--- config.mk ---
export PLATFORM = sky130hd
export DESIGN_NAME = branchTargetBuffer
export DESIGN_NICKNAME = d
export VERILOG_FILES = /design/src/pcAddressPkg.sv /design/src/btbGeometryPkg.sv /design/src/bankedEntryArray.sv /design/src/branchTargetBuffer.sv /design/src/btbInitSequencer.sv /design/src/btbLookup.sv /design/src/btbWriteArbiter.sv /design/src/deferredWriteQueue.sv
export SDC_FILE = /design/constraint.sdc
export NUM_CORES = 2
export LEC_CHECK = 0
export BUFFER_PORTS_ARGS = -buffer_cell sky130_fd_sc_hd__buf_2
export CORE_AREA = 3 3 529 662
export CTS_CLUSTER_SIZE = 28
export DETAILED_ROUTE_END_ITERATION = 7
export DIE_AREA = 0 0 532 665
export GPL_ROUTABILITY_DRIVEN = 0
export HOLD_SLACK_MARGIN = 0.1
export PLACE_DENSITY = 0.41
export SYNTH_ARGS = -nofsm -noshare
export SYNTH_HDL_FRONTEND = slang
export SYNTH_SLANG_ARGS = --single-unit
--- constraint.sdc ---
create_clock -name clk -period 6.55 [get_ports clk]
set_input_delay 1.965 -clock clk [delete_from_list [all_inputs] [get_ports clk]]
set_output_delay 1.965 -clock clk [all_outputs]
set_load 0.05 [all_outputs]
--- src/pcAddressPkg.sv ---
// Program counter and pipeline width definitions
// Fetch slot stride, lookups per cycle and branch result lanes
// Byte offset dropped from a PC before it is used as an index

package pcAddressPkg;

    // Width of every instruction address
    localparam int PC_WIDTH = 32;

    // Byte distance between two neighbouring fetch slots
    localparam int INSN_BYTES = 4;

    // Lookups served per cycle, one per fetch slot
    localparam int FETCH_WIDTH = 2;

    // Branch result lanes coming back from the integer pipes
    localparam int INT_ISSUE_WIDTH = 2;

    // Low PC bits that are always zero for aligned instructions
    localparam int OFFSET_BITS = 2;

endpackage

--- src/btbGeometryPkg.sv ---
// BTB geometry definitions
// Entry count, bank split, tag and compressed target widths
// Entry bit layout, deferral queue sizing, init FSM states

package btbGeometryPkg;

    // Entries and the index taken from PC bits 7:2
    localparam int ENTRY_NUM = 64;
    localparam int INDEX_BITS = 6;

    // Bank is the lowest index bit, row is the rest
    localparam int BANK_NUM = 2;
    localparam int BANK_BITS = 1;
    localparam int BANK_DEPTH = ENTRY_NUM / BANK_NUM;

    // Tag sits just above the index, PC bits 15:8
    localparam int TAG_BITS = 8;
    localparam int TAG_LSB = pcAddressPkg::OFFSET_BITS + INDEX_BITS;

    // Only the low part of the target is kept
    localparam int TARGET_BITS = 16;

    // Entry layout is {valid, tag, target}
    localparam int ENTRY_BITS = 1 + TAG_BITS + TARGET_BITS;
    localparam int ENTRY_VALID_BIT = ENTRY_BITS - 1;
    localparam int ENTRY_TAG_LSB = TARGET_BITS;

    // Deferral queue for bank-conflicted writes
    localparam int QUEUE_DEPTH = 4;
    localparam int QUEUE_PTR_BITS = $clog2(QUEUE_DEPTH);
    localparam int QUEUE_COUNT_BITS = $clog2(QUEUE_DEPTH + 1);

    // Post-reset clearing FSM
    typedef enum logic {
        initClear,
        initDone
    } initState;

endpackage

--- src/bankedEntryArray.sv ---
// Banked BTB entry storage
// FETCH_WIDTH registered read ports, INT_ISSUE_WIDTH write ports
// The bank comes from the lowest index bit

`timescale 1ns/1ps

module bankedEntryArray (
    input  logic clk,
    input  logic [pcAddressPkg::FETCH_WIDTH-1:0][btbGeometryPkg::INDEX_BITS-1:0] readIndex,
    output logic [pcAddressPkg::FETCH_WIDTH-1:0][btbGeometryPkg::ENTRY_BITS-1:0] readEntry,
    input  logic [pcAddressPkg::INT_ISSUE_WIDTH-1:0] writeEnable,
    input  logic [pcAddressPkg::INT_ISSUE_WIDTH-1:0][btbGeometryPkg::INDEX_BITS-1:0] writeIndex,
    input  logic [pcAddressPkg::INT_ISSUE_WIDTH-1:0][btbGeometryPkg::ENTRY_BITS-1:0] writeEntry
);
    import pcAddressPkg::*;
    import btbGeometryPkg::*;

    logic [ENTRY_BITS-1:0] bankMem [BANK_NUM][BANK_DEPTH];

    // Split each index into bank and row
    logic [FETCH_WIDTH-1:0][BANK_BITS-1:0] readBank;
    logic [FETCH_WIDTH-1:0][INDEX_BITS-BANK_BITS-1:0] readRow;
    logic [INT_ISSUE_WIDTH-1:0][BANK_BITS-1:0] writeBank;
    logic [INT_ISSUE_WIDTH-1:0][INDEX_BITS-BANK_BITS-1:0] writeRow;

    always_comb begin
        for (int r = 0; r < FETCH_WIDTH; r++) begin
            readBank[r] = readIndex[r][BANK_BITS-1:0];
            readRow[r] = readIndex[r][INDEX_BITS-1:BANK_BITS];
        end
        for (int w = 0; w < INT_ISSUE_WIDTH; w++) begin
            writeBank[w] = writeIndex[w][BANK_BITS-1:0];
            writeRow[w] = writeIndex[w][INDEX_BITS-1:BANK_BITS];
        end
    end

    // One write per bank per cycle, the arbiter guarantees it
    always_ff @(posedge clk) begin
        for (int w = 0; w < INT_ISSUE_WIDTH; w++) begin
            if (writeEnable[w]) begin
                bankMem[writeBank[w]][writeRow[w]] <= writeEntry[w];
            end
        end
    end

    // Synchronous reads, old data on a same-edge write
    always_ff @(posedge clk) begin
        for (int r = 0; r < FETCH_WIDTH; r++) begin
            readEntry[r] <= bankMem[readBank[r]][readRow[r]];
        end
    end

endmodule

--- src/branchTargetBuffer.sv ---
// Approximate-branch BTB top level
// Lookup path, write arbiter, deferral queue, banked storage, init sequencer

`timescale 1ns/1ps

module branchTargetBuffer (
    input  logic clk,
    input  logic rstN,
    input  logic [pcAddressPkg::PC_WIDTH-1:0] predNextPc,
    input  logic [pcAddressPkg::INT_ISSUE_WIDTH-1:0] resultValid,
    input  logic [pcAddressPkg::INT_ISSUE_WIDTH-1:0] resultIsAx,
    input  logic [pcAddressPkg::INT_ISSUE_WIDTH-1:0][pcAddressPkg::PC_WIDTH-1:0] resultBranchPc,
    input  logic [pcAddressPkg::INT_ISSUE_WIDTH-1:0][pcAddressPkg::PC_WIDTH-1:0] resultTarget,
    output logic [pcAddressPkg::FETCH_WIDTH-1:0] btbHit,
    output logic [pcAddressPkg::FETCH_WIDTH-1:0][pcAddressPkg::PC_WIDTH-1:0] btbTarget,
    output logic ready
);
    import pcAddressPkg::*;
    import btbGeometryPkg::*;

    logic [FETCH_WIDTH-1:0][INDEX_BITS-1:0] readIndex;
    logic [FETCH_WIDTH-1:0][ENTRY_BITS-1:0] readEntry;
    logic [INT_ISSUE_WIDTH-1:0] writeEnable;
    logic [INT_ISSUE_WIDTH-1:0][INDEX_BITS-1:0] writeIndex;
    logic [INT_ISSUE_WIDTH-1:0][ENTRY_BITS-1:0] writeEntry;
    logic push;
    logic [INDEX_BITS-1:0] pushIndex;
    logic [ENTRY_BITS-1:0] pushEntry;
    logic pop;
    logic [INDEX_BITS-1:0] headIndex;
    logic [ENTRY_BITS-1:0] headEntry;
    logic empty;
    logic full;
    logic clearing;
    logic [INDEX_BITS-1:0] clearIndex;

    btbLookup btbLookup_i (
        .clk, .rstN, .predNextPc, .clearing,
        .readIndex, .readEntry, .btbHit, .btbTarget
    );

    btbWriteArbiter btbWriteArbiter_i (
        .clearing, .clearIndex,
        .resultValid, .resultIsAx, .resultBranchPc, .resultTarget,
        .headIndex, .headEntry, .empty, .full,
        .push, .pushIndex, .pushEntry, .pop,
        .writeEnable, .writeIndex, .writeEntry
    );

    deferredWriteQueue deferredWriteQueue_i (
        .clk, .rstN, .push, .pushIndex, .pushEntry, .pop,
        .headIndex, .headEntry, .empty, .full
    );

    bankedEntryArray bankedEntryArray_i (
        .clk, .readIndex, .readEntry, .writeEnable, .writeIndex, .writeEntry
    );

    btbInitSequencer btbInitSequencer_i (
        .clk, .rstN, .clearing, .clearIndex, .ready
    );

endmodule

--- src/btbInitSequencer.sv ---
// Post-reset BTB clearing sequencer
// Walks every index once, then raises ready for good

`timescale 1ns/1ps

module btbInitSequencer (
    input  logic clk,
    input  logic rstN,
    output logic clearing,
    output logic [btbGeometryPkg::INDEX_BITS-1:0] clearIndex,
    output logic ready
);
    import btbGeometryPkg::*;

    initState state;

    always_ff @(posedge clk or negedge rstN) begin
        if (!rstN) begin
            state <= initClear;
            clearIndex <= '0;
        end else begin
            case (state)
                initClear: begin
                    clearIndex <= clearIndex + 1'b1;
                    // Last entry is written on this edge
                    if (clearIndex == INDEX_BITS'(ENTRY_NUM - 1)) begin
                        state <= initDone;
                    end
                end
                initDone: begin
                    state <= initDone;
                end
                default: begin
                    state <= initClear;
                end
            endcase
        end
    end

    assign clearing = (state == initClear);
    assign ready = (state == initDone);

endmodule

--- src/btbLookup.sv ---
// BTB lookup path
// Forms one read index per fetch slot from the predicted next PC
// Holds slot PCs for a cycle, then compares tags and rebuilds targets

`timescale 1ns/1ps

module btbLookup (
    input  logic clk,
    input  logic rstN,
    input  logic [pcAddressPkg::PC_WIDTH-1:0] predNextPc,
    input  logic clearing,
    output logic [pcAddressPkg::FETCH_WIDTH-1:0][btbGeometryPkg::INDEX_BITS-1:0] readIndex,
    input  logic [pcAddressPkg::FETCH_WIDTH-1:0][btbGeometryPkg::ENTRY_BITS-1:0] readEntry,
    output logic [pcAddressPkg::FETCH_WIDTH-1:0] btbHit,
    output logic [pcAddressPkg::FETCH_WIDTH-1:0][pcAddressPkg::PC_WIDTH-1:0] btbTarget
);
    import pcAddressPkg::*;
    import btbGeometryPkg::*;

    logic [FETCH_WIDTH-1:0][PC_WIDTH-1:0] slotPc;
    logic [FETCH_WIDTH-1:0][PC_WIDTH-1:0] slotPcQ;
    logic lookupLive;

    // Consecutive slot addresses
    always_comb begin
        for (int i = 0; i < FETCH_WIDTH; i++) begin
            slotPc[i] = predNextPc + PC_WIDTH'(i * INSN_BYTES);
            readIndex[i] = slotPc[i][TAG_LSB-1:OFFSET_BITS];
        end
    end

    // Slot PCs line up with the read data one cycle later
    always_ff @(posedge clk) begin
        slotPcQ <= slotPc;
    end

    // Reads issued while clearing may see stale contents
    always_ff @(posedge clk or negedge rstN) begin
        if (!rstN) begin
            lookupLive <= 1'b0;
        end else begin
            lookupLive <= !clearing;
        end
    end

    always_comb begin
        for (int i = 0; i < FETCH_WIDTH; i++) begin
            btbHit[i] = lookupLive && !clearing
                        && readEntry[i][ENTRY_VALID_BIT]
                        && (readEntry[i][ENTRY_TAG_LSB +: TAG_BITS]
                            == slotPcQ[i][TAG_LSB+TAG_BITS-1:TAG_LSB]);
            // Upper bits come from the fetch PC itself
            btbTarget[i] = {slotPcQ[i][PC_WIDTH-1:TARGET_BITS],
                            readEntry[i][TARGET_BITS-1:0]};
        end
    end

endmodule

--- src/btbWriteArbiter.sv ---
// BTB write port arbiter
// Qualifies approximate branch results and builds their entries
// Defers the lowest bank-conflicted lane and refills idle ports from the queue
// Owns port 0 during post-reset clearing

`timescale 1ns/1ps

module btbWriteArbiter (
    input  logic clearing,
    input  logic [btbGeometryPkg::INDEX_BITS-1:0] clearIndex,
    input  logic [pcAddressPkg::INT_ISSUE_WIDTH-1:0] resultValid,
    input  logic [pcAddressPkg::INT_ISSUE_WIDTH-1:0] resultIsAx,
    input  logic [pcAddressPkg::INT_ISSUE_WIDTH-1:0][pcAddressPkg::PC_WIDTH-1:0] resultBranchPc,
    input  logic [pcAddressPkg::INT_ISSUE_WIDTH-1:0][pcAddressPkg::PC_WIDTH-1:0] resultTarget,
    input  logic [btbGeometryPkg::INDEX_BITS-1:0] headIndex,
    input  logic [btbGeometryPkg::ENTRY_BITS-1:0] headEntry,
    input  logic empty,
    input  logic full,
    output logic push,
    output logic [btbGeometryPkg::INDEX_BITS-1:0] pushIndex,
    output logic [btbGeometryPkg::ENTRY_BITS-1:0] pushEntry,
    output logic pop,
    output logic [pcAddressPkg::INT_ISSUE_WIDTH-1:0] writeEnable,
    output logic [pcAddressPkg::INT_ISSUE_WIDTH-1:0][btbGeometryPkg::INDEX_BITS-1:0] writeIndex,
    output logic [pcAddressPkg::INT_ISSUE_WIDTH-1:0][btbGeometryPkg::ENTRY_BITS-1:0] writeEntry
);
    import pcAddressPkg::*;
    import btbGeometryPkg::*;

    logic [INT_ISSUE_WIDTH-1:0] laneEnable;
    logic [INT_ISSUE_WIDTH-1:0] laneConflict;
    logic [INT_ISSUE_WIDTH-1:0][INDEX_BITS-1:0] laneIndex;
    logic [INT_ISSUE_WIDTH-1:0][ENTRY_BITS-1:0] laneEntry;
    logic headConflict;
    logic popTaken;

    // Entry built from each result lane
    always_comb begin
        for (int i = 0; i < INT_ISSUE_WIDTH; i++) begin
            laneEnable[i] = resultValid[i] && resultIsAx[i];
            laneIndex[i] = resultBranchPc[i][TAG_LSB-1:OFFSET_BITS];
            laneEntry[i] = {1'b1,
                            resultBranchPc[i][TAG_LSB+TAG_BITS-1:TAG_LSB],
                            resultTarget[i][TARGET_BITS-1:0]};
        end
    end

    // A lane conflicts with any earlier enabled lane in the same bank
    always_comb begin
        laneConflict = '0;
        for (int i = 1; i < INT_ISSUE_WIDTH; i++) begin
            for (int j = 0; j < i; j++) begin
                if (laneEnable[i] && laneEnable[j]
                        && laneIndex[i][BANK_BITS-1:0] == laneIndex[j][BANK_BITS-1:0]) begin
                    laneConflict[i] = 1'b1;
                end
            end
        end
    end

    always_comb begin
        push = 1'b0;
        pushIndex = '0;
        pushEntry = '0;
        pop = 1'b0;
        popTaken = 1'b0;
        headConflict = 1'b0;

        // Direct writes for lanes free of conflict
        for (int i = 0; i < INT_ISSUE_WIDTH; i++) begin
            writeEnable[i] = laneEnable[i] && !laneConflict[i];
            writeIndex[i] = laneIndex[i];
            writeEntry[i] = laneEntry[i];
        end

        // Lowest conflicting lane goes to the queue; lost if the queue is full
        for (int i = INT_ISSUE_WIDTH - 1; i >= 1; i--) begin
            if (laneConflict[i]) begin
                push = !full;
                pushIndex = laneIndex[i];
                pushEntry = laneEntry[i];
            end
        end

        // Queue head may use an idle port if its bank is not already written
        for (int j = 0; j < INT_ISSUE_WIDTH; j++) begin
            if (writeEnable[j] && writeIndex[j][BANK_BITS-1:0] == headIndex[BANK_BITS-1:0]) begin
                headConflict = 1'b1;
            end
        end
        if (!empty && !headConflict) begin
            for (int i = 0; i < INT_ISSUE_WIDTH; i++) begin
                if (!popTaken && !writeEnable[i]) begin
                    popTaken = 1'b1;
                    writeEnable[i] = 1'b1;
                    writeIndex[i] = headIndex;
                    writeEntry[i] = headEntry;
                end
            end
        end
        pop = popTaken;

        // Clearing owns port 0 and silences everything else
        if (clearing) begin
            for (int i = 0; i < INT_ISSUE_WIDTH; i++) begin
                writeEnable[i] = (i == 0);
                writeIndex[i] = clearIndex;
                writeEntry[i] = '0;
            end
            push = 1'b0;
            pop = 1'b0;
        end
    end

endmodule

--- src/deferredWriteQueue.sv ---
// Deferral queue for bank-conflicted BTB writes
// Circular buffer with head and tail pointers and an occupancy count
// A push into a full queue is ignored

`timescale 1ns/1ps

module deferredWriteQueue (
    input  logic clk,
    input  logic rstN,
    input  logic push,
    input  logic [btbGeometryPkg::INDEX_BITS-1:0] pushIndex,
    input  logic [btbGeometryPkg::ENTRY_BITS-1:0] pushEntry,
    input  logic pop,
    output logic [btbGeometryPkg::INDEX_BITS-1:0] headIndex,
    output logic [btbGeometryPkg::ENTRY_BITS-1:0] headEntry,
    output logic empty,
    output logic full
);
    import btbGeometryPkg::*;

    logic [INDEX_BITS-1:0] slotIndex [QUEUE_DEPTH];
    logic [ENTRY_BITS-1:0] slotEntry [QUEUE_DEPTH];

    logic [QUEUE_PTR_BITS-1:0] headPtr;
    logic [QUEUE_PTR_BITS-1:0] tailPtr;
    logic [QUEUE_COUNT_BITS-1:0] count;

    logic doPush;
    logic doPop;

    assign doPush = push && !full;
    assign doPop = pop && !empty;

    assign empty = (count == '0);
    assign full = (count == QUEUE_COUNT_BITS'(QUEUE_DEPTH));

    assign headIndex = slotIndex[headPtr];
    assign headEntry = slotEntry[headPtr];

    // Payload slots
    always_ff @(posedge clk) begin
        if (doPush) begin
            slotIndex[tailPtr] <= pushIndex;
            slotEntry[tailPtr] <= pushEntry;
        end
    end

    // Pointers wrap at the last slot
    always_ff @(posedge clk or negedge rstN) begin
        if (!rstN) begin
            headPtr <= '0;
            tailPtr <= '0;
            count <= '0;
        end else begin
            if (doPush) begin
                tailPtr <= (tailPtr == QUEUE_PTR_BITS'(QUEUE_DEPTH - 1)) ? '0 : tailPtr + 1'b1;
            end
            if (doPop) begin
                headPtr <= (headPtr == QUEUE_PTR_BITS'(QUEUE_DEPTH - 1)) ? '0 : headPtr + 1'b1;
            end
            if (doPush && !doPop) begin
                count <= count + 1'b1;
            end else if (doPop && !doPush) begin
                count <= count - 1'b1;
            end
        end
    end

endmodule

==> summary.md <==
| Metric | Value |
|---|---|
| Kind of critical path | input pin to flop |
| Residual DRC count | 0 |
| Longest Clk Path Bufs | 4 |
| Die area | 354,000 um^2 |
| Pwr/cell area | roughly 230 nW/um^2 |
| Vias in the first global route | 65,994 |
| Power Total | 0.0268 W |
| Syn. warnings | 0 |
| Status | complete, no violations |
| Distinct cell type count after synthesis | 66 |
| RSZ-0062 raised after global routing | no |
| Max H-tree Level | 4 |
| Core area | 345,000 um^2 |
| Top FF cell, synth | edfxtp_1 |
| Max IR drop VDD | 0.000210 V |
| Vias/cell | 5.63 |
| GRT Util Overall | 22.7% |
| Setup TNS | 0 ns |
| Buffers on Ports | about 160 |
| FMAX | about 200 MHz |
| Post-route insts no fill | ~11,000 |
| Vias | 63,633 |
| Initial antenna violation count | 30 |
| First-pass DRT Iterations | 7 |
| Clock Sinks | 1,837 |
| Area contributors post-synth | edfxtp_1 50%, mux2i_1 18%, mux4_2 17% |
| Tcrit/Tclk final | between 70% and 80% |
| First-pass GRT wire length | 562,000 um |
| Syn nets | 6,783 |
| Synth top area share | approximately half |
| Avg WL per Cell | roughly 36 um |
| CTS root buffer | clkbuf_16 |
| Final Slew Violations | 0 |
| Crit-path leading delay family | compound AO/OA/AOI/OAI gates |
| Register area share after synthesis | between 50% and 60% |
| Layout cells sized above 1 | 29.5% |
| Flops & latches, synth | 1,837 |
| Design area | 118,000 um^2 |
| Area post-placement | 110,000 um^2 |
| # IOs | ~230 |
| Reg clk slew, reported paths | 0.06 ns |
| Clock skew | roughly 0.054 ns |
| CTS tree | built |
| Setup crit end kind | flop |
| Die Ht | 665 um |
| Startpoint Class | input pin |
| Critical Path RT | 7.12 ns |
| Initial core utilization | 30.0% |
| Minimum clock period | 4.95 ns |
| Die X-Extent | 532 um |
| Sequential Area | 54,100 um^2 |
| DRT iter0 DRCs | 6,020 |
| Max FO, Critical Path | 12 |
| Grt total ovfl | 0 |
| CP max stage cell | o21ai_4 |
| Postcts setup bufs | 0 |
| Slew @ Worst Pin | 1.19 ns |
| Post-synth EDFFs | 1,724 |
| Hpwl dp | 253,000 um |
| Commonest non-fill, non-tap cells in the layout | 1,900 x mux2i_1, 1,724 x edfxtp_1, 781 x mux4_2, 259 x buf_4, 225 x clkbuf_16 |
| Ordered cell list for the critical path | buf_2, xor2_1, o21ai_0, nor2_1, o221ai_1, a32oi_1, nand2_1, o21ai_4, buf_4 |
| Buf/Inv on CP | 2 |
| Most common cell after layout, fill and taps aside | mux2i_1 |
| Hold_buf cts | 0 |
| Cts repair resizes | 0 |
| Routed Antenna Nets | 0 |
| Area occupied by multi-input gates | 45,800 um^2 |
| Fin. Hold Viols | 0 |
| Largest net degree at the start of global routing | 120 |
| HP Class | flop to flop |
| Later-pin clock latency in the skew report | 0.91 ns |
| Total Routed Length | 411,000 um |
| Slowest stage delay, CP | approximately 0.93 ns |
| Max-slew headroom | 20.7% |
| WP data arrival | 5.52 ns |
| Max Cap Violations | 0 |
| Netlist Area Pre-Place | approximately 100,000 um^2 |
| Total leakage power | 39.6 nW |
| # fillers | between 30,000 and 40,000 |
| TritonCTS Buffers | 216 |
| Core Rows | between 200 and 250 |
| Layout Nets | 6,668 |
| Cell taking the most area after synthesis | edfxtp_1 |
| DP Cell Count | 10,892 |
| Post-Syn Instances | 6,608 |
| Final setup viols | 0 |
| Layout Area Growth over Synthesis | 13.9% |
| Avg Cell Area, Syn | 15.6 um^2 |
| Ys async rst share | 0.817% |
## sequential cells by signal, summed over array words and instances (netlist names)
name,cells
deferredWriteQueue_i.tailPtr,2
deferredWriteQueue_i.slotIndex,24
deferredWriteQueue_i.count,3
btbLookup_i.slotPcQ,16
btbLookup_i.btbTarget,32
btbLookup_i.lookupLive,1
deferredWriteQueue_i.headPtr,2
btbInitSequencer_i.ready,1
bankedEntryArray_i.readEntry,50
bankedEntryArray_i.bankMem,1600
deferredWriteQueue_i.slotEntry,100
btbInitSequencer_i.clearIndex,6
## metal layers
| metal | share of wire, % | vias to the layer above | wire length, um | global-route usage [%] |
|---|---|---|---|---|
| met2 | 52 | 1961 | 213000 | 41.0 |
| met4 | 3.4 | 2 | 14100 | 7.04 |
| met1 | 40 | 34671 | 164000 | 28.0 |
| met5 | 0.0032 | - | 13 | 0 |
| li1 | - | 26364 | - | - |
| met3 | 4.7 | 635 | 19300 | 2.87 |
## power by group
part	leakage (nW)	internal, W	switching [W]
sequential	13.1	0.0127	0.0000213
combinational	23.1	0.000614	0.00110
clock	3.42	0.00717	0.00521
## cell usage after synthesis (11+ instances only)
library cell	number
a21oi_1	205
and2_1	54
and3_1	20
buf_1	71
buf_2	180
buf_4	108
buf_6	65
clkbuf_1	425
dfrtp_1	15
dfxtp_1	98
edfxtp_1	1724
mux2_2	152
mux2i_1	1900
mux4_2	781
nand2_1	187
nand2_2	23
nand2_4	11
nand3_1	35
nor2_1	27
nor3_1	12
o21ai_0	147
o21bai_1	22
o221ai_1	101
o22ai_1	102
xnor2_1	46
## kinds of logic after synthesis
| family | synth area share [%] |
|---|---|
| AND/OR/NAND/NOR | 1.96 |
| flip-flops | 52.4 |
| multiplexers | 37.1 |
| AO/OA/AOI/OAI | 3.61 |
| adder cells (fa/ha/maj) | 0.116 |
| buffers and inverters | 4.25 |
| XOR/XNOR | 0.528 |
## path summary, 6_finish.rpt
| kind | from | endpoint | slack (ns) | cells after the start |
|---|---|---|---|---|
| worst max-delay path | resultBranchPc[2] | bankedEntryArray_i.bankMem[0][56] | 1.60 | 9 |
| worst min-delay path | btbInitSequencer_i.clearIndex[0] | btbInitSequencer_i.clearIndex[0] | 0.50 | 1 |
| worst max register to register | deferredWriteQueue_i.headPtr[0] | bankedEntryArray_i.bankMem[0][331] | 1.65 | 8 |
| worst min register to register | btbInitSequencer_i.clearIndex[0] | btbInitSequencer_i.clearIndex[0] | 0.50 | 1 |
| max in group asynchronous | rstN | btbInitSequencer_i.ready | 4.98 | 1 |
| min in group asynchronous | rstN | deferredWriteQueue_i.tailPtr[1] | 1.09 | 1 |
## worst register-to-register path: cells and delay by family (launching register included)
kind / cells / cell delay [ns]
muxes: 1 / 0.73
xor gates and xnor gates: 1 / 0.60
buffers and inverters: 1 / 0.42
AOI/OAI and AO/OA: 4 / 1.71
and+or+nand+nor: 1 / 0.57
DFF: 1 / 0.54
## layout make-up
| type | count | area share [%] |
|---|---|---|
| timing repair buffer | 519 | 4.06 |
| inverter | 6 | 0.0192 |
| tap | 4617 | 4.92 |
| clock inverter | 96 | 0.803 |
| multi-input combinational | 3913 | 39.0 |
| antenna | 17 | 0.0362 |
| sequential | 1837 | 46.0 |
| clock buffer | 293 | 5.15 |
## stage by stage
stage,utilization [%],hold WS (ns),worst slack (ns)
3_3_place_gp,32.1,0.486,0.803
6_report,34.1,0.501,1.60
5_1_grt,34.1,0.512,1.46
2_1_floorplan,-,0.460,0.462
3_5_place_dp,32.1,0.493,0.787
4_1_cts,34.1,0.504,1.68
Note: power is estimated with default switching activity, not from simulation.
